**src/sfu_pkg.sv**
```systemverilog
//****************************************
// widths, depths and stream types shared by the sfu blocks
// import inside each module body that needs them
//****************************************
package sfu_pkg;

  // column geometry of one input word
  localparam int num_col = 8;
  localparam int psum_w = 12;

  // eight 12-bit magnitudes fit in 15 bits, one spare bit kept
  localparam int sum_w = psum_w + 4;

  // local sum plus peer sum, one carry bit
  localparam int total_w = sum_w + 1;

  // magnitude is scaled up before the divide
  localparam int frac_shift = 12;
  localparam int div_w = psum_w + frac_shift;

  // both queues share one depth
  localparam int fifo_depth = 16;
  localparam int ptr_w = $clog2(fifo_depth);

  // eight columns, column 0 in the low bits
  typedef logic [num_col-1:0][psum_w-1:0] psum_vec_t;

  // one queued word: magnitudes and their local sum
  typedef struct packed {
    psum_vec_t        mag;
    logic [sum_w-1:0] sum;
  } sfu_entry_t;

  // one normalized word plus the divisor it used
  typedef struct packed {
    psum_vec_t          quot;
    logic [total_w-1:0] total;
  } norm_result_t;

endpackage
```
**src/psum_abs_sum.sv**
```systemverilog
//****************************************
// column magnitudes and their local sum
//****************************************
`timescale 1ns/1ns

module psum_abs_sum (
  input  sfu_pkg::psum_vec_t       psum,
  input  logic                     sign_mode,
  output sfu_pkg::psum_vec_t       mag,
  output logic [sfu_pkg::sum_w-1:0] sum
);

  import sfu_pkg::*;

  // adder tree stages, one bit wider per level
  logic [psum_w:0]   pair_sum [num_col/2];
  logic [psum_w+1:0] quad_sum [num_col/4];

  // sign handling per column
  always_comb begin
    for (int c = 0; c < num_col; c++) begin
      // negative column in signed mode, flip to two's complement magnitude
      // note -2048 maps to 0x800, read as unsigned 2048
      if (sign_mode && psum[c][psum_w-1]) begin
        mag[c] = ~psum[c] + 1'b1;
      end else begin
        mag[c] = psum[c];
      end
    end
  end

  // first level, neighbouring columns
  always_comb begin
    for (int p = 0; p < num_col/2; p++) begin
      pair_sum[p] = {1'b0, mag[2*p]} + {1'b0, mag[2*p+1]};
    end
  end

  // second level
  always_comb begin
    for (int q = 0; q < num_col/4; q++) begin
      quad_sum[q] = {1'b0, pair_sum[2*q]} + {1'b0, pair_sum[2*q+1]};
    end
  end

  // last level, zero-extended into the local sum
  assign sum = sum_w'(quad_sum[0]) + sum_w'(quad_sum[1]);

endmodule

```
**config.mk**
```make
export PLATFORM = sky130hd
export DESIGN_NAME = psum_abs_sum
export DESIGN_NICKNAME = d
export VERILOG_FILES = /design/src/sfu_pkg.sv /design/src/psum_abs_sum.sv
export SDC_FILE = /design/constraint.sdc
export NUM_CORES = 1
export LEC_CHECK = 0
export ABC_AREA = 1
export BUFFER_PORTS_ARGS = -buffer_cell sky130_fd_sc_hd__buf_4
export CAP_MARGIN = 20
export CORE_MARGIN = 2
export CORE_UTILIZATION = 45
export DETAILED_ROUTE_END_ITERATION = 8
export PLACE_DENSITY = 0.77
export SLEW_MARGIN = 20
export SYNTH_ARGS = -nofsm -noshare
export SYNTH_HDL_FRONTEND = slang
export SYNTH_SLANG_ARGS = --single-unit
```
**constraint.sdc**
```tcl
create_clock -name vclk -period 10.9
set_input_delay 1.635 -clock vclk [all_inputs]
set_output_delay 1.635 -clock vclk [all_outputs]
set_load 0.05 [all_outputs]
```
==> flow_summary.yaml, run 1 <==
finish:
  n_antenna_cell: 0
  register_area_um2: 0
  seq_cells: 0
  drive_gt1_share_pct: 24.4
  multi_input_area_um2: 3810
  final_util_pct: 61.7
  nFillCells: 1010
  layout_commonest_cell: "buf_4"
  fin_cells: 1057
  final_nets: 1114
  area_growth_pct: 34.4
  n_clock_buffer: 0
  final_cell_mix: "buf_4 (208), inv_1 (198), nand2_1 (174), fa_1 (71), nand3_1 (51)"
grt:
  grt_overflow: 0
  grt_pass1_wl_mm: 24.6
  grt_max_degree: 15
  antenna_found_initial: 0
  grt_usage_pct: 27.6
  grt_pass1_vias: 4975
critical_path:
  crit_buf_inv: 7
  cp.required_ps: 9270
  critPathTopFamily: "adder cells"
  cp.arrival_ps: 6240
  crit_path_end_kind: "primary output"
  path_max_fanout: 14
  crit_type: "in -> out"
  critPathSlowestCell: "fa_1"
  crit_path_max_incr_delay_ps: 620
  startpoint_type: "input port"
  path_cells: "buf_4 -> nand2_1 -> inv_1 -> o21ai_0 -> fa_1 -> inv_1 -> fa_1 -> fa_1 -> fa_1 -> inv_1 -> ha_1 -> inv_1 -> fa_1 -> inv_1 -> nand3_1 -> nand3_1 -> nand2_1 -> nand2_1 -> nand2_1 -> nand3_1 -> buf_4"
place:
  dpl.hpwl_mm: 14.3
  dp_cells: 1057
  port_buffers: 208
  place.gp.congestion: 0.949
synthesis:
  synth.distinct_cells: 28
  syn_area_um2: 4690
  seq_area_frac_synth_pct: 0
  syn_inst: 727
  synth_warnings: 0
  synth_nets: 918
  syn_avg_cell_area_um2: 6.46
  yosys.area.top_type_share_pct: 30.3
  synth_area_leaders: "fa_1 (30%), inv_1 (16%), nand2_1 (14%), xor2_1 (9.0%), ha_1 (6.1%)"
  yosysTopAreaCell: "fa_1"
drt:
  drc: 0
  drt_iter0_markers: 345
  dr_total_vias: 5120
  routed_wl_mm: 15.5
  routed_via_density: 4.84
  dr.pass1.iters: 5
  ant_nets: 0
  wl_per_cell_um: 14.6
clock_tree:
  cts_hold_buf: 0
  ctsResizeCount: 0
  postCtsSetupBuffers: 0
outcome:
  status: "completed"
timing:
  timing.final.crit_period_ps: 7880
  worst_pin_slew_ps: 682
  setup_tns_ps: 0
  setup_viol: 0
  rsz0062_at_grt: "false"
  maxSlewViolCount: 0
  finalCritPeriodShare_pct: 72.3
  max_freq_ghz: 0.127
  slew_headroom_pct: 54.1
  finalHoldViolCount: 0
die:
  initial_core_util_pct: 45.9
  fp.dieH_um: 106
  core.rowCount: 37
  core_area_um2: 10200
  ios: 209
  die_w_um: 106
  dieArea_um2: 11300
min_path:
  whs_path_depth: 2
  holdPathEnd: "mag[72]"
  worstHoldStart: "psum[72]"
  hold_path.class: "in -> out"
run:
  cap_violations: 0
==> metrics by stage <==
stage          hold slack [ps]  worst slack [ps]  area (µm²)
2_1_floorplan             3440              2220        4690
3_3_place_gp              3550              3100        6310
3_5_place_dp              3550              3040        6310
4_1_cts                   3550              3050        6310
5_1_grt                   3560              2700        6310
6_report                  3550              3020        6310
==> synthesized netlist by cell type, drive strengths merged <==
cell / count
a21boi: 3
a21oi: 12
a31oi: 1
and3: 1
buf: 14
conb: 1
fa: 71
ha: 23
inv: 205
nand2: 175
nand3: 51
nand3b: 5
nand4: 6
nor2: 49
nor3: 6
o211ai: 4
o21ai: 39
or2: 2
xnor2: 11
xor2: 48
==> layout make-up <==
class	count	area share [%]
multi-input combinational	508	60.4
timing repair buffer	208	24.8
inverter	205	12.2
tap	136	2.70
==> routing by layer <==
layer	share of wire [%]	routed length (µm)	vias to the layer above	track usage, %
met5	0	0	-	0
met4	2.3	359	0	5.36
met3	7.6	1180	26	3.19
met2	49	7660	221	50.1
met1	41	6280	2347	35.3
li1	-	-	2526	-
==> worst max path at each step <==
stage,cells after the start,startpoint,slack (ps),endpoint
after global placement,20,sign_mode,3100,sum[8]
after CTS,20,sign_mode,3050,sum[8]
after floorplan,20,sign_mode,2220,sum[8]
after global routing,20,sign_mode,2700,sum[8]
after detailed placement,20,sign_mode,3040,sum[8]
final,21,sign_mode,3020,sum[14]
==> cells by family after synthesis <==
family	share of synthesized area (%)
adder cells (fa/ha/maj)	36.4
AND/OR/NAND/NOR	26.0
XOR/XNOR	11.2
AO/OA/AOI/OAI	7.41
other	0.0799
buffers and inverters	18.9
Power of run 1 is not shown: default switching activity piles up to over one toggle a cycle in this logic, so the estimate is an artifact.
==> inputs of run 2 (changes only) <==
Settings changed: PLACE_DENSITY 0.77 to 0.8.
Clock period 10.9 ns to 7.1 ns, I/O delays scaled along.
==> run 2 against run 1 <==
Design area grew 1.1%. Clock-buffer cell count is the same. Critical path depth is the same. Die area is the same. Worst setup slack lost 2600 ps. Wire length shrank 1.5%. Final cell count is the same. Global-route usage shrank 0.22 points. Hold slack lost 1100 ps. Via count shrank 0.41%. Utilization grew 0.66 points. Highest routed layer unchanged.
==> flow_summary.yaml, run 2 (same netlist as run 1, synthesis figures left out) <==
outcome:
  status: "completed"
min_path:
  hold_path.class: "in -> out"
  whs_path_depth: 2
  worstHoldStart: "psum[72]"
  holdPathEnd: "mag[72]"
grt:
  antenna_found_initial: 0
  grt_pass1_vias: 4990
  grt_max_degree: 15
  grt_pass1_wl_mm: 24.3
  grt_overflow: 0
  grt_usage_pct: 27.4
drt:
  routed_via_density: 4.82
  ant_nets: 0
  dr_total_vias: 5099
  routed_wl_mm: 15.2
  drt_iter0_markers: 365
  drc: 0
  dr.pass1.iters: 5
  wl_per_cell_um: 14.4
critical_path:
  crit_start: "psum[24]"
  path_cells: "buf_4 -> inv_1 -> ha_1 -> nor2_1 -> xor2_2 -> fa_1 -> fa_1 -> fa_1 -> inv_1 -> fa_1 -> inv_1 -> ha_1 -> inv_1 -> fa_1 -> inv_1 -> nand3_1 -> nand3_1 -> nand2_1 -> nand2_1 -> xor2_1 -> buf_4"
  crit_path_end_kind: "primary output"
  crit_type: "in -> out"
  cp.arrival_ps: 5640
  critPathTopFamily: "adder cells"
  path_max_fanout: 3
  critPathSlowestCell: "fa_1"
  startpoint_type: "input port"
  crit_path_max_incr_delay_ps: 550
  cp.required_ps: 6030
  crit_buf_inv: 7
finish:
  n_antenna_cell: 0
  layout_commonest_cell: "buf_4"
  final_cell_mix: "buf_4 (208), inv_1 (198), nand2_1 (174), fa_1 (71), nand3_1 (51)"
  area_growth_pct: 35.9
  register_area_um2: 0
  final_nets: 1114
  n_clock_buffer: 0
  drive_gt1_share_pct: 25.4
  seq_cells: 0
timing:
  finalHoldViolCount: 0
  timing.final.crit_period_ps: 6710
  rsz0062_at_grt: "false"
  setup_tns_ps: 0
  fin_hold_ws_ps: 2410
  setup_viol: 0
  max_freq_ghz: 0.149
  maxSlewViolCount: 0
  finalCritPeriodShare_pct: 94.5
run:
  cap_violations: 0
clock_tree:
  ctsResizeCount: 0
  postCtsSetupBuffers: 0
  cts_hold_buf: 0
die:
  fp.dieH_um: 106
  initial_core_util_pct: 45.9
  dieArea_um2: 11300
  die_w_um: 106
  core_area_um2: 10200
  core.rowCount: 37
  ios: 209
place:
  port_buffers: 208
  dpl.hpwl_mm: 14.1
  place.gp.congestion: 0.970
## run 2: final cells by class
| type | instances | area [µm²] |
|---|---|---|
| multi-input combinational | 508 | 3870 |
| timing repair buffer | 208 | 1560 |
| tap | 136 | 170 |
| fill | 991 | 3850 |
| inverter | 205 | 769 |
## run 2: worst max path at each step
stage	end	slack [ps]	depth (start not counted)
3_5_place_dp	sum[8]	430	21
3_3_place_gp	sum[8]	370	21
6_report	sum[8]	390	21
5_1_grt	sum[8]	70	21
2_1_floorplan	sum[8]	-50	17
4_1_cts	sum[8]	400	21
## run 2: routing by layer
layer	routed length, µm	GRT usage (%)	part of all wire (%)
met5	0	0	0
met3	1190	2.45	7.8
met4	333	5.17	2.2
met2	7390	49.4	48
met1	6330	35.8	42
## run 2: through the flow
| step | instances | cell area (µm²) | worst slack [ps] | utilization (%) |
|---|---|---|---|---|
| after global placement | 1057 | 6380 | 373 | 62.3 |
| after floorplan | 727 | 4760 | -48.1 | - |
| final | 1057 | 6380 | 393 | 62.3 |
| after detailed placement | 1057 | 6380 | 426 | 62.3 |
| after CTS | 1057 | 6380 | 404 | 62.3 |
| after global routing | 1057 | 6380 | 74.3 | 62.3 |
Power of run 2 is left out for the same reason.
==> inputs of run 3 (changes only) <==
Settings changed: CELL_PAD_IN_SITES_DETAIL_PLACEMENT from default to 1, CELL_PAD_IN_SITES_GLOBAL_PLACEMENT from default to 2, CORE_UTILIZATION 45 to 23, PLACE_DENSITY 0.8 to default, PLACE_DENSITY_LB_ADDON from default to 0.1.
==> run 3 against run 2 <==
First-iteration DRC count down 62%. Utilization down 30 points. Hold slack worse by 0.77 ps. Maximum frequency down 1.2%.
==> flow_summary.yaml, run 3 (same netlist as run 1, synthesis figures left out) <==
outcome:
  status: "completed"
die:
  core_area_um2: 20100
  ios: 209
  fp.dieH_um: 147
  initial_core_util_pct: 23.3
  core.rowCount: 52
  die_w_um: 147
  dieArea_um2: 21600
place:
  place.gp.congestion: 0.883
  dpl.hpwl_mm: 18.4
  port_buffers: 208
drt:
  routed_wl_mm: 19.6
  routed_via_density: 4.21
  ant_nets: 0
  drt_iter0_markers: 139
  drc: 0
  dr_total_vias: 5028
  dr.pass1.iters: 4
  wl_per_cell_um: 16.4
critical_path:
  crit_type: "in -> out"
  endpoint: "sum[8]"
  path_max_fanout: 3
  startpoint_type: "input port"
  cp.arrival_ps: 5720
  crit_start: "psum[24]"
  cp.required_ps: 6030
  crit_path_end_kind: "primary output"
timing:
  max_freq_ghz: 0.147
  timing.final.crit_period_ps: 6790
  setup_viol: 0
  maxSlewViolCount: 0
  finalCritPeriodShare_pct: 95.6
  finalHoldViolCount: 0
  rsz0062_at_grt: "false"
finish:
  final_util_pct: 32.7
  n_antenna_cell: 0
  final_cell_mix: "buf_4 (209), inv_1 (197), nand2_1 (174), fa_1 (71), nand3_1 (51)"
  area_growth_pct: 39.9
  drive_gt1_share_pct: 25.8
  final_nets: 1116
  register_area_um2: 0
  seq_cells: 0
  layout_commonest_cell: "buf_4"
  n_clock_buffer: 0
grt:
  grt_max_degree: 15
  grt_pass1_wl_mm: 30.9
  grt_pass1_vias: 5592
  grt_usage_pct: 18.1
  antenna_found_initial: 0
  grt_overflow: 0
min_path:
  hold_path.class: "in -> out"
  worstHoldStart: "psum[84]"
run:
  cap_violations: 0
clock_tree:
  cts_hold_buf: 0
-- run 3: cell types whose count changed in the layout (fill, tap and decap cells not counted) --
cell | before | now
buf_4 | 208 | 209
buf_6 | 0 | 1
inv_1 | 198 | 197
inv_2 | 7 | 8
nor2_1 | 49 | 48
nor2_2 | 0 | 1
-- run 3: layout make-up --
cell class	count	area [µm²]
fill	2588	13500
multi-input combinational	508	3880
timing repair buffer	210	1580
inverter	205	769
tap	270	338
-- run 3: repair_timing --
| item | 4_1_cts | 5_1_grt |
|---|---|---|
| setup buffers | 0 | 1 |
| endpoints found under the setup margin | 0 | 1 |
| gates resized for setup | 0 | 3 |
-- run 3: metrics by stage --
step                worst slack, ps  hold slack, ps  cells  setup TNS (ps)  area (µm²)
floorplan                     -48.1            2300    727           -48.1        4760
global placement                241            2410   1192               0        6550
detailed placement              244            2420   1192               0        6550
CTS                             230            2420   1192               0        6550
global route                   16.8            2420   1193               0        6570
finish                          312            2410   1193               0        6570
-- run 3: how the worst min path moves through the flow --
| stage | to | depth (start not counted) |
|---|---|---|
| 6_report | mag[84] | 2 |
| 3_3_place_gp | mag[84] | 2 |
| 3_5_place_dp | mag[84] | 2 |
| 2_1_floorplan | mag[0] | 1 |
| 4_1_cts | mag[84] | 2 |
| 5_1_grt | mag[84] | 2 |
-- run 3: metal layers --
layer,share of wire [%],GRT usage [%]
met4,0.24,0.388
met2,47,32.0
met3,6.4,2.95
met1,46,24.7
met5,0,0
-- run 3: worst max-delay path: stages --
cell	delay (ps)
buf_4	100
inv_1	50
ha_1	230
nor2_1	200
xor2_2	260
fa_1	510
fa_1	550
fa_1	560
inv_1	60
fa_1	460
inv_1	70
ha_1	220
inv_1	70
fa_1	410
inv_1	120
nand3_1	70
nand3_1	150
nand2_1	70
nand2_1	70
xor2_1	200
buf_4	230
Power of run 3 is left out for the same reason.
