File: src/sfu_pkg.sv
//****************************************
// widths, depths and stream types shared by the sfu blocks
// import inside each module body that needs them
//****************************************
package sfu_pkg;

  // column geometry of one input word
  localparam int num_col = 8;
  localparam int psum_w = 12;

  // eight 12-bit magnitudes fit in 15 bits, one spare bit kept
  localparam int sum_w = psum_w + 4;

  // local sum plus peer sum, one carry bit
  localparam int total_w = sum_w + 1;

  // magnitude is scaled up before the divide
  localparam int frac_shift = 12;
  localparam int div_w = psum_w + frac_shift;

  // both queues share one depth
  localparam int fifo_depth = 16;
  localparam int ptr_w = $clog2(fifo_depth);

  // eight columns, column 0 in the low bits
  typedef logic [num_col-1:0][psum_w-1:0] psum_vec_t;

  // one queued word: magnitudes and their local sum
  typedef struct packed {
    psum_vec_t        mag;
    logic [sum_w-1:0] sum;
  } sfu_entry_t;

  // one normalized word plus the divisor it used
  typedef struct packed {
    psum_vec_t          quot;
    logic [total_w-1:0] total;
  } norm_result_t;

endpackage
File: src/sfu_fifo.sv
//****************************************
// show-ahead FIFO, head visible while not empty
//****************************************
`timescale 1ns/1ns

module sfu_fifo #(
  parameter int width = 16
) (
  input  logic             clk,
  input  logic             rst_n,
  input  logic             wr_en,
  input  logic [width-1:0] wr_data,
  input  logic             rd_en,
  output logic [width-1:0] rd_data,
  output logic             full,
  output logic             empty
);

  import sfu_pkg::*;

  // storage
  logic [width-1:0] mem [fifo_depth];

  // pointers wrap on their own, depth is a power of two
  logic [ptr_w-1:0] wr_ptr;
  logic [ptr_w-1:0] rd_ptr;
  // one extra bit so a full queue is distinct from empty
  logic [ptr_w:0]   count;

  // flags straight from the count
  assign full  = (count == (ptr_w+1)'(fifo_depth));
  assign empty = (count == '0);

  // head of queue, valid only while not empty
  assign rd_data = mem[rd_ptr];

  // data array, written on every push
  always_ff @(posedge clk) begin
    if (wr_en) begin
      mem[wr_ptr] <= wr_data;
    end
  end

  // pointer and occupancy tracking
  always_ff @(posedge clk or negedge rst_n) begin
    if (!rst_n) begin
      wr_ptr <= '0;
      rd_ptr <= '0;
      count  <= '0;
    end else begin
      if (wr_en) begin
        wr_ptr <= wr_ptr + 1'b1;
      end
      if (rd_en) begin
        rd_ptr <= rd_ptr + 1'b1;
      end
      // push and pop together leave the count alone
      case ({wr_en, rd_en})
        2'b10:   count <= count + 1'b1;
        2'b01:   count <= count - 1'b1;
        default: count <= count;
      endcase
    end
  end

  // caller must watch full before pushing
  assert property (@(posedge clk) disable iff (!rst_n) !(wr_en && full))
    else $error("fifo write while full");

  // caller must watch empty before popping
  assert property (@(posedge clk) disable iff (!rst_n) !(rd_en && empty))
    else $error("fifo read while empty");

endmodule

File: config.mk
export PLATFORM = sky130hd
export DESIGN_NAME = sfu_fifo
export DESIGN_NICKNAME = d
export VERILOG_FILES = /design/src/sfu_pkg.sv /design/src/sfu_fifo.sv
export SDC_FILE = /design/constraint.sdc
export NUM_CORES = 1
export LEC_CHECK = 0
export ABC_AREA = 1
export BUFFER_PORTS_ARGS = -buffer_cell sky130_fd_sc_hd__buf_2
export CAP_MARGIN = 20
export CORE_MARGIN = 2
export CORE_UTILIZATION = 30
export DETAILED_ROUTE_END_ITERATION = 10
export PLACE_DENSITY = 0.49
export SYNTH_ARGS = -nofsm -noshare
export SYNTH_HDL_FRONTEND = slang
export SYNTH_SLANG_ARGS = --single-unit
File: constraint.sdc
create_clock -name clk -period 2.56 [get_ports clk]
set_input_delay 0.256 -clock clk [delete_from_list [all_inputs] [get_ports clk]]
set_output_delay 0.256 -clock clk [all_outputs]
set_load 0.005 [all_outputs]
==> results of run 1 <==
[cells in the mapped netlist, drive strengths merged, types with 2 or more instances]
cell type  instances  area share
o211ai            36       0.024
clkbuf            15      0.0051
nand4              2      0.0011
nand2             84       0.028
dfrtp             13       0.029
ha                 9       0.010
nand3            101       0.046
xor2               7      0.0055
inv               62       0.021
a21oi              9      0.0041
o21ai             96       0.043
edfxtp           256        0.69
nor2             190       0.064
buf               38       0.023
[flip-flops by register name, indices dropped and copies added (netlist names)]
| register | cells |
|---|---|
| mem | 256 |
| count | 5 |
| rd_ptr | 4 |
| wr_ptr | 4 |
[path summary, 6_finish.rpt]
kind                                  startpoint                     to  slack (ns)  cells after the start
setup / recovery           rd_ptr[0]$_DFFE_PN0P_             rd_data[9]        0.07                      7
hold / removal                             wr_en  wr_ptr[0]$_DFFE_PN0P_        0.05                      2
setup reg to reg           wr_ptr[0]$_DFFE_PN0P_    mem[2][6]$_DFFE_PP_        0.93                      5
hold reg to reg             count[0]$_DFFE_PN0P_   count[0]$_DFFE_PN0P_        0.54                      1
max in group asynchronous                  rst_n  rd_ptr[0]$_DFFE_PN0P_        2.07                      2
min in group asynchronous                  rst_n  rd_ptr[0]$_DFFE_PN0P_        0.17                      2
[placed cells by master (no fill, tap or decap), types with 12 or more instances in the layout]
master | synthesis | final
sky130_fd_sc_hd__nor2_2 | 0 | 16
sky130_fd_sc_hd__edfxtp_1 | 256 | 256
sky130_fd_sc_hd__nand2_1 | 84 | 84
sky130_fd_sc_hd__dfrtp_1 | 13 | 12
sky130_fd_sc_hd__nand3_1 | 101 | 97
sky130_fd_sc_hd__inv_1 | 61 | 60
sky130_fd_sc_hd__buf_4 | 7 | 23
sky130_fd_sc_hd__o211ai_1 | 36 | 36
sky130_fd_sc_hd__buf_2 | 20 | 37
sky130_fd_sc_hd__clkbuf_16 | 0 | 33
sky130_fd_sc_hd__o21ai_0 | 96 | 90
sky130_fd_sc_hd__nor2_1 | 190 | 174
[repair_timing]
action,CTS,global route
hold endpoints to repair,14,0
resized for setup,1,17
setup buffers,0,1
endpoints found under the setup margin,14,11
cloned,1,2
pin swaps,0,3
hold buffers,2,0
[report_power, final]
part | leakage, uW | total (uW) | switching (uW) | internal, uW
clock | 0.000531 | 4630 | 1740 | 2900
sequential | 0.00247 | 5530 | 196 | 5340
combinational | 0.00174 | 5250 | 3450 | 1800
total | 0.00474 | 15400 | 5380 | 10000
[worst max-delay path, delay by kind of cell, from the launching register on]
| kind | cells | cell delay [ns] |
|---|---|---|
| flip-flops | 1 | 0.56 |
| buffers and inverters | 3 | 0.53 |
| AND/OR/NAND/NOR | 3 | 0.37 |
| AO/OA/AOI/OAI | 1 | 0.22 |
[cells by family after synthesis]
group | count (synthesis) | share of synthesized area
xor gates and xnor gates | 8 | 0.00631
AOI/OAI and AO/OA | 142 | 0.0724
buffers and inverters | 116 | 0.0493
and+or+nand+nor | 378 | 0.140
DFF | 269 | 0.722
adders and majority gates | 9 | 0.0101
[layer usage]
metal  track usage  up-vias
li1              -     3341
met1         0.189     3462
met2         0.236      132
met3        0.0234       42
met4        0.0368        2
met5             0        -
[area by class of cell]
class	count	area [um^2]
well taps	468	586
clock inverters	24	298
multi-input cells	537	2600
inverters	63	245
fillers	3542	23400
clock buffers	32	779
repair buffers	73	626
flip-flops and latches	269	8020
[metrics by stage]
stage / setup WS [ns] / total power, uW / hold slack, ns
after floorplan: 0.721 / 8800 / -0.0396
after global placement: 0.544 / 10600 / 0.213
after detailed placement: 0.527 / 10600 / 0.217
after CTS: 0.0342 / 15300 / 0.0608
after global routing: -0.0249 / 16400 / 0.0942
final: 0.0733 / 15400 / 0.0464
==> summary.txt, run 1 <==
Status
  – Status: completed

Detailed routing
  – Final WL: 27900 um
  – Final routed wire length divided by cell count: 19.1 um
  – Routed length on met2: 13300 um
  – Max Used Layer: met5
  – Count of unresolved DRC violations after routing: 0
  – Routed vias/inst: 4.76
  – Detailed Routing Iterations Pass 1: 4
  – Vias: 6979
  – DR WL met3: 1140 um
  – Metal1 wirelength: 12900 um
  – Detailed Route Iter0 Violations: 567
  – Final antenna-violating net count: 0

Timing
  – Final sum of negative setup slack: 0 ns
  – Number of endpoints with negative hold slack in the final report: 0
  – Final setup viols: 0
  – Pins Over Slew Limit: 0
  – Worst setup skew after layout: 0.0112 ns
  – Remaining max-slew budget at the tightest pin: 0.658
  – Maximum clock frequency: 402 MHz
  – Least-Margin Pin Slew: 0.514 ns
  – Post-route minimum period: 2.49 ns
  – Period utilization: 0.971
  – Unrepaired setup endpoints after global routing: yes

GRT
  – Gr usage total: 0.141
  – Maximum number of pins on one net before global-route repair: 94
  – Number of global-route vias before repair: 6934
  – Remaining Overflow, GRT: 0
  – Global-route wire length before repair: 41700 um
  – Number of antenna violations at the first check in global routing: 1

Placed design
  – Detailed Place HPWL: 15600 um
  – Cell count after placement: 1404
  – Dpl cell area: 0.0119 mm^2
  – Port Buf Inserts: 37
  – Final weighted congestion in routability-driven placement: 0.708

Logic synthesis
  – Post-Synthesis Cells: 922
  – Top flip-flop cell by instance count after synthesis: sky130_fd_sc_hd__edfxtp_1
  – Yosys warnings: 0
  – Fraction of registers with async set or reset after synthesis: 0.0483
  – Sequential area share after synthesis: 0.722
  – Post-synth EDFFs: 256
  – Post-synthesis instance area: 0.0111 mm^2
  – Post-synth net total: 951
  – Netlist cell types: 22
  – Flip-flop and latch count after synthesis: 269
  – Syn avg cell area: 12.0 um^2

CTS
  – Clock-pin slew of the registers on the worst-case setup and hold paths: 0.06 ns
  – CTS Root Buffer Type: sky130_fd_sc_hd__clkbuf_16
  – Clock Tree Buf Depth: 3
  – Skew-Pair Late Insertion Delay: 0.55 ns
  – Number of buffers created by CTS: 30
  – Max H-tree Level: 1
  – Clock tree from TritonCTS: yes
  – Clock sink count: 269

Layout
  – Share of cells above drive strength 1: 0.143
  – Cell area after layout: 0.0132 mm^2
  – Total inserted antenna cells: 0
  – Final net count: 1003
  – Final standard cell utilization of the core: 0.360
  – Area Overhead vs Synth: 18.5%
  – Final Instance Count excl. Fillers: 1466

Setup path
  – Critical path start-end classification: flip-flop to output pin
  – Cell Chain, Critical Path: buf_12, clkbuf_16, o211ai_1, nand3_1, nand3_1, nand2_1, buf_2
  – Critical Path Max Stage Delay: 0.56 ns
  – Crit path top cell by count: sky130_fd_sc_hd__nand3_1
  – Slowest stage cell on the critical path: sky130_fd_sc_hd__dfrtp_4
  – Arrival time at the worst endpoint: 2.23 ns
  – Worst Setup End Kind: output pin
  – Setup crit start kind: flip-flop
  – Worst EP required: 2.30 ns
  – Maximum fanout count along the critical path: 41

Pwr
  – Pwr per Cell Area: 1170 mW/mm^2
  – Worst voltage drop across the vdd grid: 0.000548 V
  – Static leakage: 0.00474 uW

Hold path
  – Worst min path class: input port to flip-flop

Die
  – Placeable core area: 0.0365 mm^2
  – Floorplan die height: 196 um
  – Die Area: 0.0386 mm^2
  – Row count: 70
  – Width of the chip: 196 um
  – Starting density of the core: 0.304
  – Top-Level Pins: 38

Run
  – Max-cap violations: 0
Note: power is estimated with default switching activity, not from simulation.
==> run 2, diff against run 1 <==
- clock period: 2.56 -> 2.8 ns (I/O delays scaled with it)
==> run 2 against run 1 <==
Compared with the run above: sequential share of layout area grew 1.6 points; total power is 15% lower; critical path depth rose by 2; cell count down 0.55%; setup slack better by 0.19 ns; non-clock buffer count decreased by 7; sequential cell count unchanged; final area shrank 2.6%; die area is the same; register-to-register slack better by 0.15 ns; largest cell class unchanged; largest power group unchanged.
==> summary.txt, run 2 (synthesis results as in run 1) <==
Timing
  – Setup ws final: 0.264 ns
  – Post-route minimum period: 2.54 ns
  – Least-Margin Pin Slew: 0.574 ns
  – Maximum clock frequency: 394 MHz
  – Remaining max-slew budget at the tightest pin: 0.617
  – Number of endpoints with negative hold slack in the final report: 0
  – Worst setup skew after layout: 0.00773 ns
  – Period utilization: 0.906
  – Unrepaired setup endpoints after global routing: no
  – Final setup viols: 0
  – Final sum of negative setup slack: 0 ns
  – Pins Over Slew Limit: 0

Placed design
  – Dpl cell area: 0.0119 mm^2
  – Placement Setup Slack: 0.727 ns
  – Cell count after placement: 1402
  – Final weighted congestion in routability-driven placement: 0.710
  – Port Buf Inserts: 37
  – Detailed Place HPWL: 14200 um

Pwr
  – Share of total power in the clock network: 0.283
  – Pint: 8470 uW
  – Sequential power share: 0.386
  – Comb power frac: 0.331
  – Net Sw Power: 4620 uW
  – Static leakage: 0.00457 uW
  – Pwr per Cell Area: 1020 mW/mm^2
  – Worst voltage drop across the vdd grid: 0.000470 V
  – Switching share of power: 0.353

Detailed routing
  – Final antenna-violating net count: 0
  – Routed length on met2: 12700 um
  – Final routed wire length divided by cell count: 18.7 um
  – Detailed Route Iter0 Violations: 444
  – DR WL met3: 1370 um
  – Detailed Routing Iterations Pass 1: 4
  – Vias: 6885
  – Count of unresolved DRC violations after routing: 0
  – Routed vias/inst: 4.72
  – Final WL: 27200 um
  – Max Used Layer: met5
  – Metal1 wirelength: 12600 um

CTS
  – Skew-Pair Late Insertion Delay: 0.54 ns
  – Clock sink count: 269
  – Number of buffers created by CTS: 30
  – Max H-tree Level: 1
  – Clock Tree Buf Depth: 3
  – Clock tree from TritonCTS: yes
  – CTS Root Buffer Type: sky130_fd_sc_hd__clkbuf_16
  – Clock-pin slew of the registers on the worst-case setup and hold paths: 0.05 ns

Layout
  – Commonest cells after routing, fill and taps aside: 256 x sky130_fd_sc_hd__edfxtp_1, 174 x sky130_fd_sc_hd__nor2_1, 101 x sky130_fd_sc_hd__nand3_1, 96 x sky130_fd_sc_hd__o21ai_0, 84 x sky130_fd_sc_hd__nand2_1
  – Total inserted antenna cells: 0
  – Number of filler instances in the final layout: 3558
  – Cell area after layout: 0.0128 mm^2
  – Most frequent standard cell in the layout excluding fill and tap cells: sky130_fd_sc_hd__edfxtp_1
  – Final Instance Count excl. Fillers: 1458
  – Share of cells above drive strength 1: 0.123
  – Area Overhead vs Synth: 15.4%
  – Most flop-heavy register: mem
  – Final net count: 996
  – Number of flip-flops in the largest register: 256
  – Registers with the most flip-flops: mem (256), count (5)

GRT
  – Gr usage total: 0.142
  – Number of global-route vias before repair: 6843
  – Global-route wire length before repair: 41500 um
  – Maximum number of pins on one net before global-route repair: 87
  – Remaining Overflow, GRT: 0
  – Number of antenna violations at the first check in global routing: 2

Die
  – Floorplan die height: 196 um
  – Die Area: 0.0386 mm^2
  – Top-Level Pins: 38
  – Row count: 70
  – Width of the chip: 196 um
  – Starting density of the core: 0.304
  – Placeable core area: 0.0365 mm^2

Setup path
  – Setup crit start kind: flip-flop
  – FF-to-FF setup slack: 1.08 ns
  – Maximum fanout count along the critical path: 81
  – Worst EP required: 2.52 ns
  – Worst Setup End Kind: output pin
  – Critical path start-end classification: flip-flop to output pin
  – Arrival time at the worst endpoint: 2.26 ns

Status
  – Status: completed

Run
  – Max-cap violations: 0

Hold path
  – Worst min path class: input port to flip-flop
run 2: cell types whose count changed in the layout (fill, tap and decap cells not counted), moves of 2 or more:
cell | before | now
sky130_fd_sc_hd__clkbuf_1 | 1 | 9
sky130_fd_sc_hd__clkinv_2 | 9 | 3
sky130_fd_sc_hd__buf_16 | 3 | 0
sky130_fd_sc_hd__bufinv_16 | 7 | 2
sky130_fd_sc_hd__nand3_2 | 4 | 0
sky130_fd_sc_hd__nand3_1 | 97 | 101
sky130_fd_sc_hd__clkbuf_16 | 33 | 31
sky130_fd_sc_hd__o21ai_0 | 90 | 96
sky130_fd_sc_hd__buf_6 | 2 | 0
sky130_fd_sc_hd__o21ai_1 | 6 | 0
sky130_fd_sc_hd__clkinv_1 | 7 | 9
run 2: stage by stage:
| stage | util | total power [uW] | hold WS, ns |
|---|---|---|---|
| 2_1_floorplan | - | 8050 | -0.0156 |
| 5_1_grt | 0.351 | 14000 | 0.0372 |
| 4_1_cts | 0.351 | 13300 | 0.0294 |
| 3_3_place_gp | 0.325 | 9530 | 0.209 |
| 6_report | 0.351 | 13100 | 0.0419 |
| 3_5_place_dp | 0.325 | 9560 | 0.209 |
run 2: timing repair:
action                                  4_1_cts  5_1_grt
hold buffers                                  1        0
resized for setup                             0        1
buffers inserted                              0        0
endpoints found under the hold margin        13        0
endpoints found under the setup margin        0        3
run 2: worst max-delay path: stages (launching register included):
cell                      delay [ns]
sky130_fd_sc_hd__dfrtp_4        0.53
sky130_fd_sc_hd__inv_2          0.12
sky130_fd_sc_hd__buf_12         0.30
sky130_fd_sc_hd__nor2_1         0.07
sky130_fd_sc_hd__nor2_1         0.09
sky130_fd_sc_hd__o21ai_0        0.10
sky130_fd_sc_hd__nand3_1        0.09
sky130_fd_sc_hd__nand3_1        0.08
sky130_fd_sc_hd__nand2_1        0.12
sky130_fd_sc_hd__buf_2          0.13
run 2: final cells by class:
cell class                      count  area, um^2  share of cell area
Tap cell                          468         586              0.0457
Timing Repair Buffer               66         455              0.0356
Inverter                           63         239              0.0187
Clock buffer                       40         810              0.0632
Multi-Input combinational cell    537        2580               0.201
Clock inverter                     15         123             0.00957
Sequential cell                   269        8020               0.626
run 2: routing by layer:
metal | vias to the layer above | GRT usage
met3 | 42 | 0.0234
met4 | 4 | 0.0325
met5 | - | 0
li1 | 3325 | -
met2 | 106 | 0.238
met1 | 3408 | 0.194
run 2: power groups by stage:
stage | Sequential, uW | Combinational (uW) | Clock [uW]
final | 5050 | 4340 | 3700
after global routing | 5090 | 4910 | 3950
after CTS | 5050 | 4450 | 3800
after detailed placement | 5130 | 4430 | 0
after global placement | 5130 | 4410 | 0
after floorplan | 5080 | 2970 | 0
run 2: worst paths after layout:
path,start,to,cells past startpoint
max,rd_ptr[0]$_DFFE_PN0P_,rd_data[8],9
min reg2reg,count[3]$_DFFE_PN0P_,count[3]$_DFFE_PN0P_,2
min in group asynchronous,rst_n,count[2]$_DFFE_PN0P_,2
max in group asynchronous,rst_n,rd_ptr[0]$_DFFE_PN0P_,2
min,rd_en,rd_ptr[0]$_DFFE_PN0P_,2
max reg2reg,wr_ptr[0]$_DFFE_PN0P_,mem[4][13]$_DFFE_PP_,5
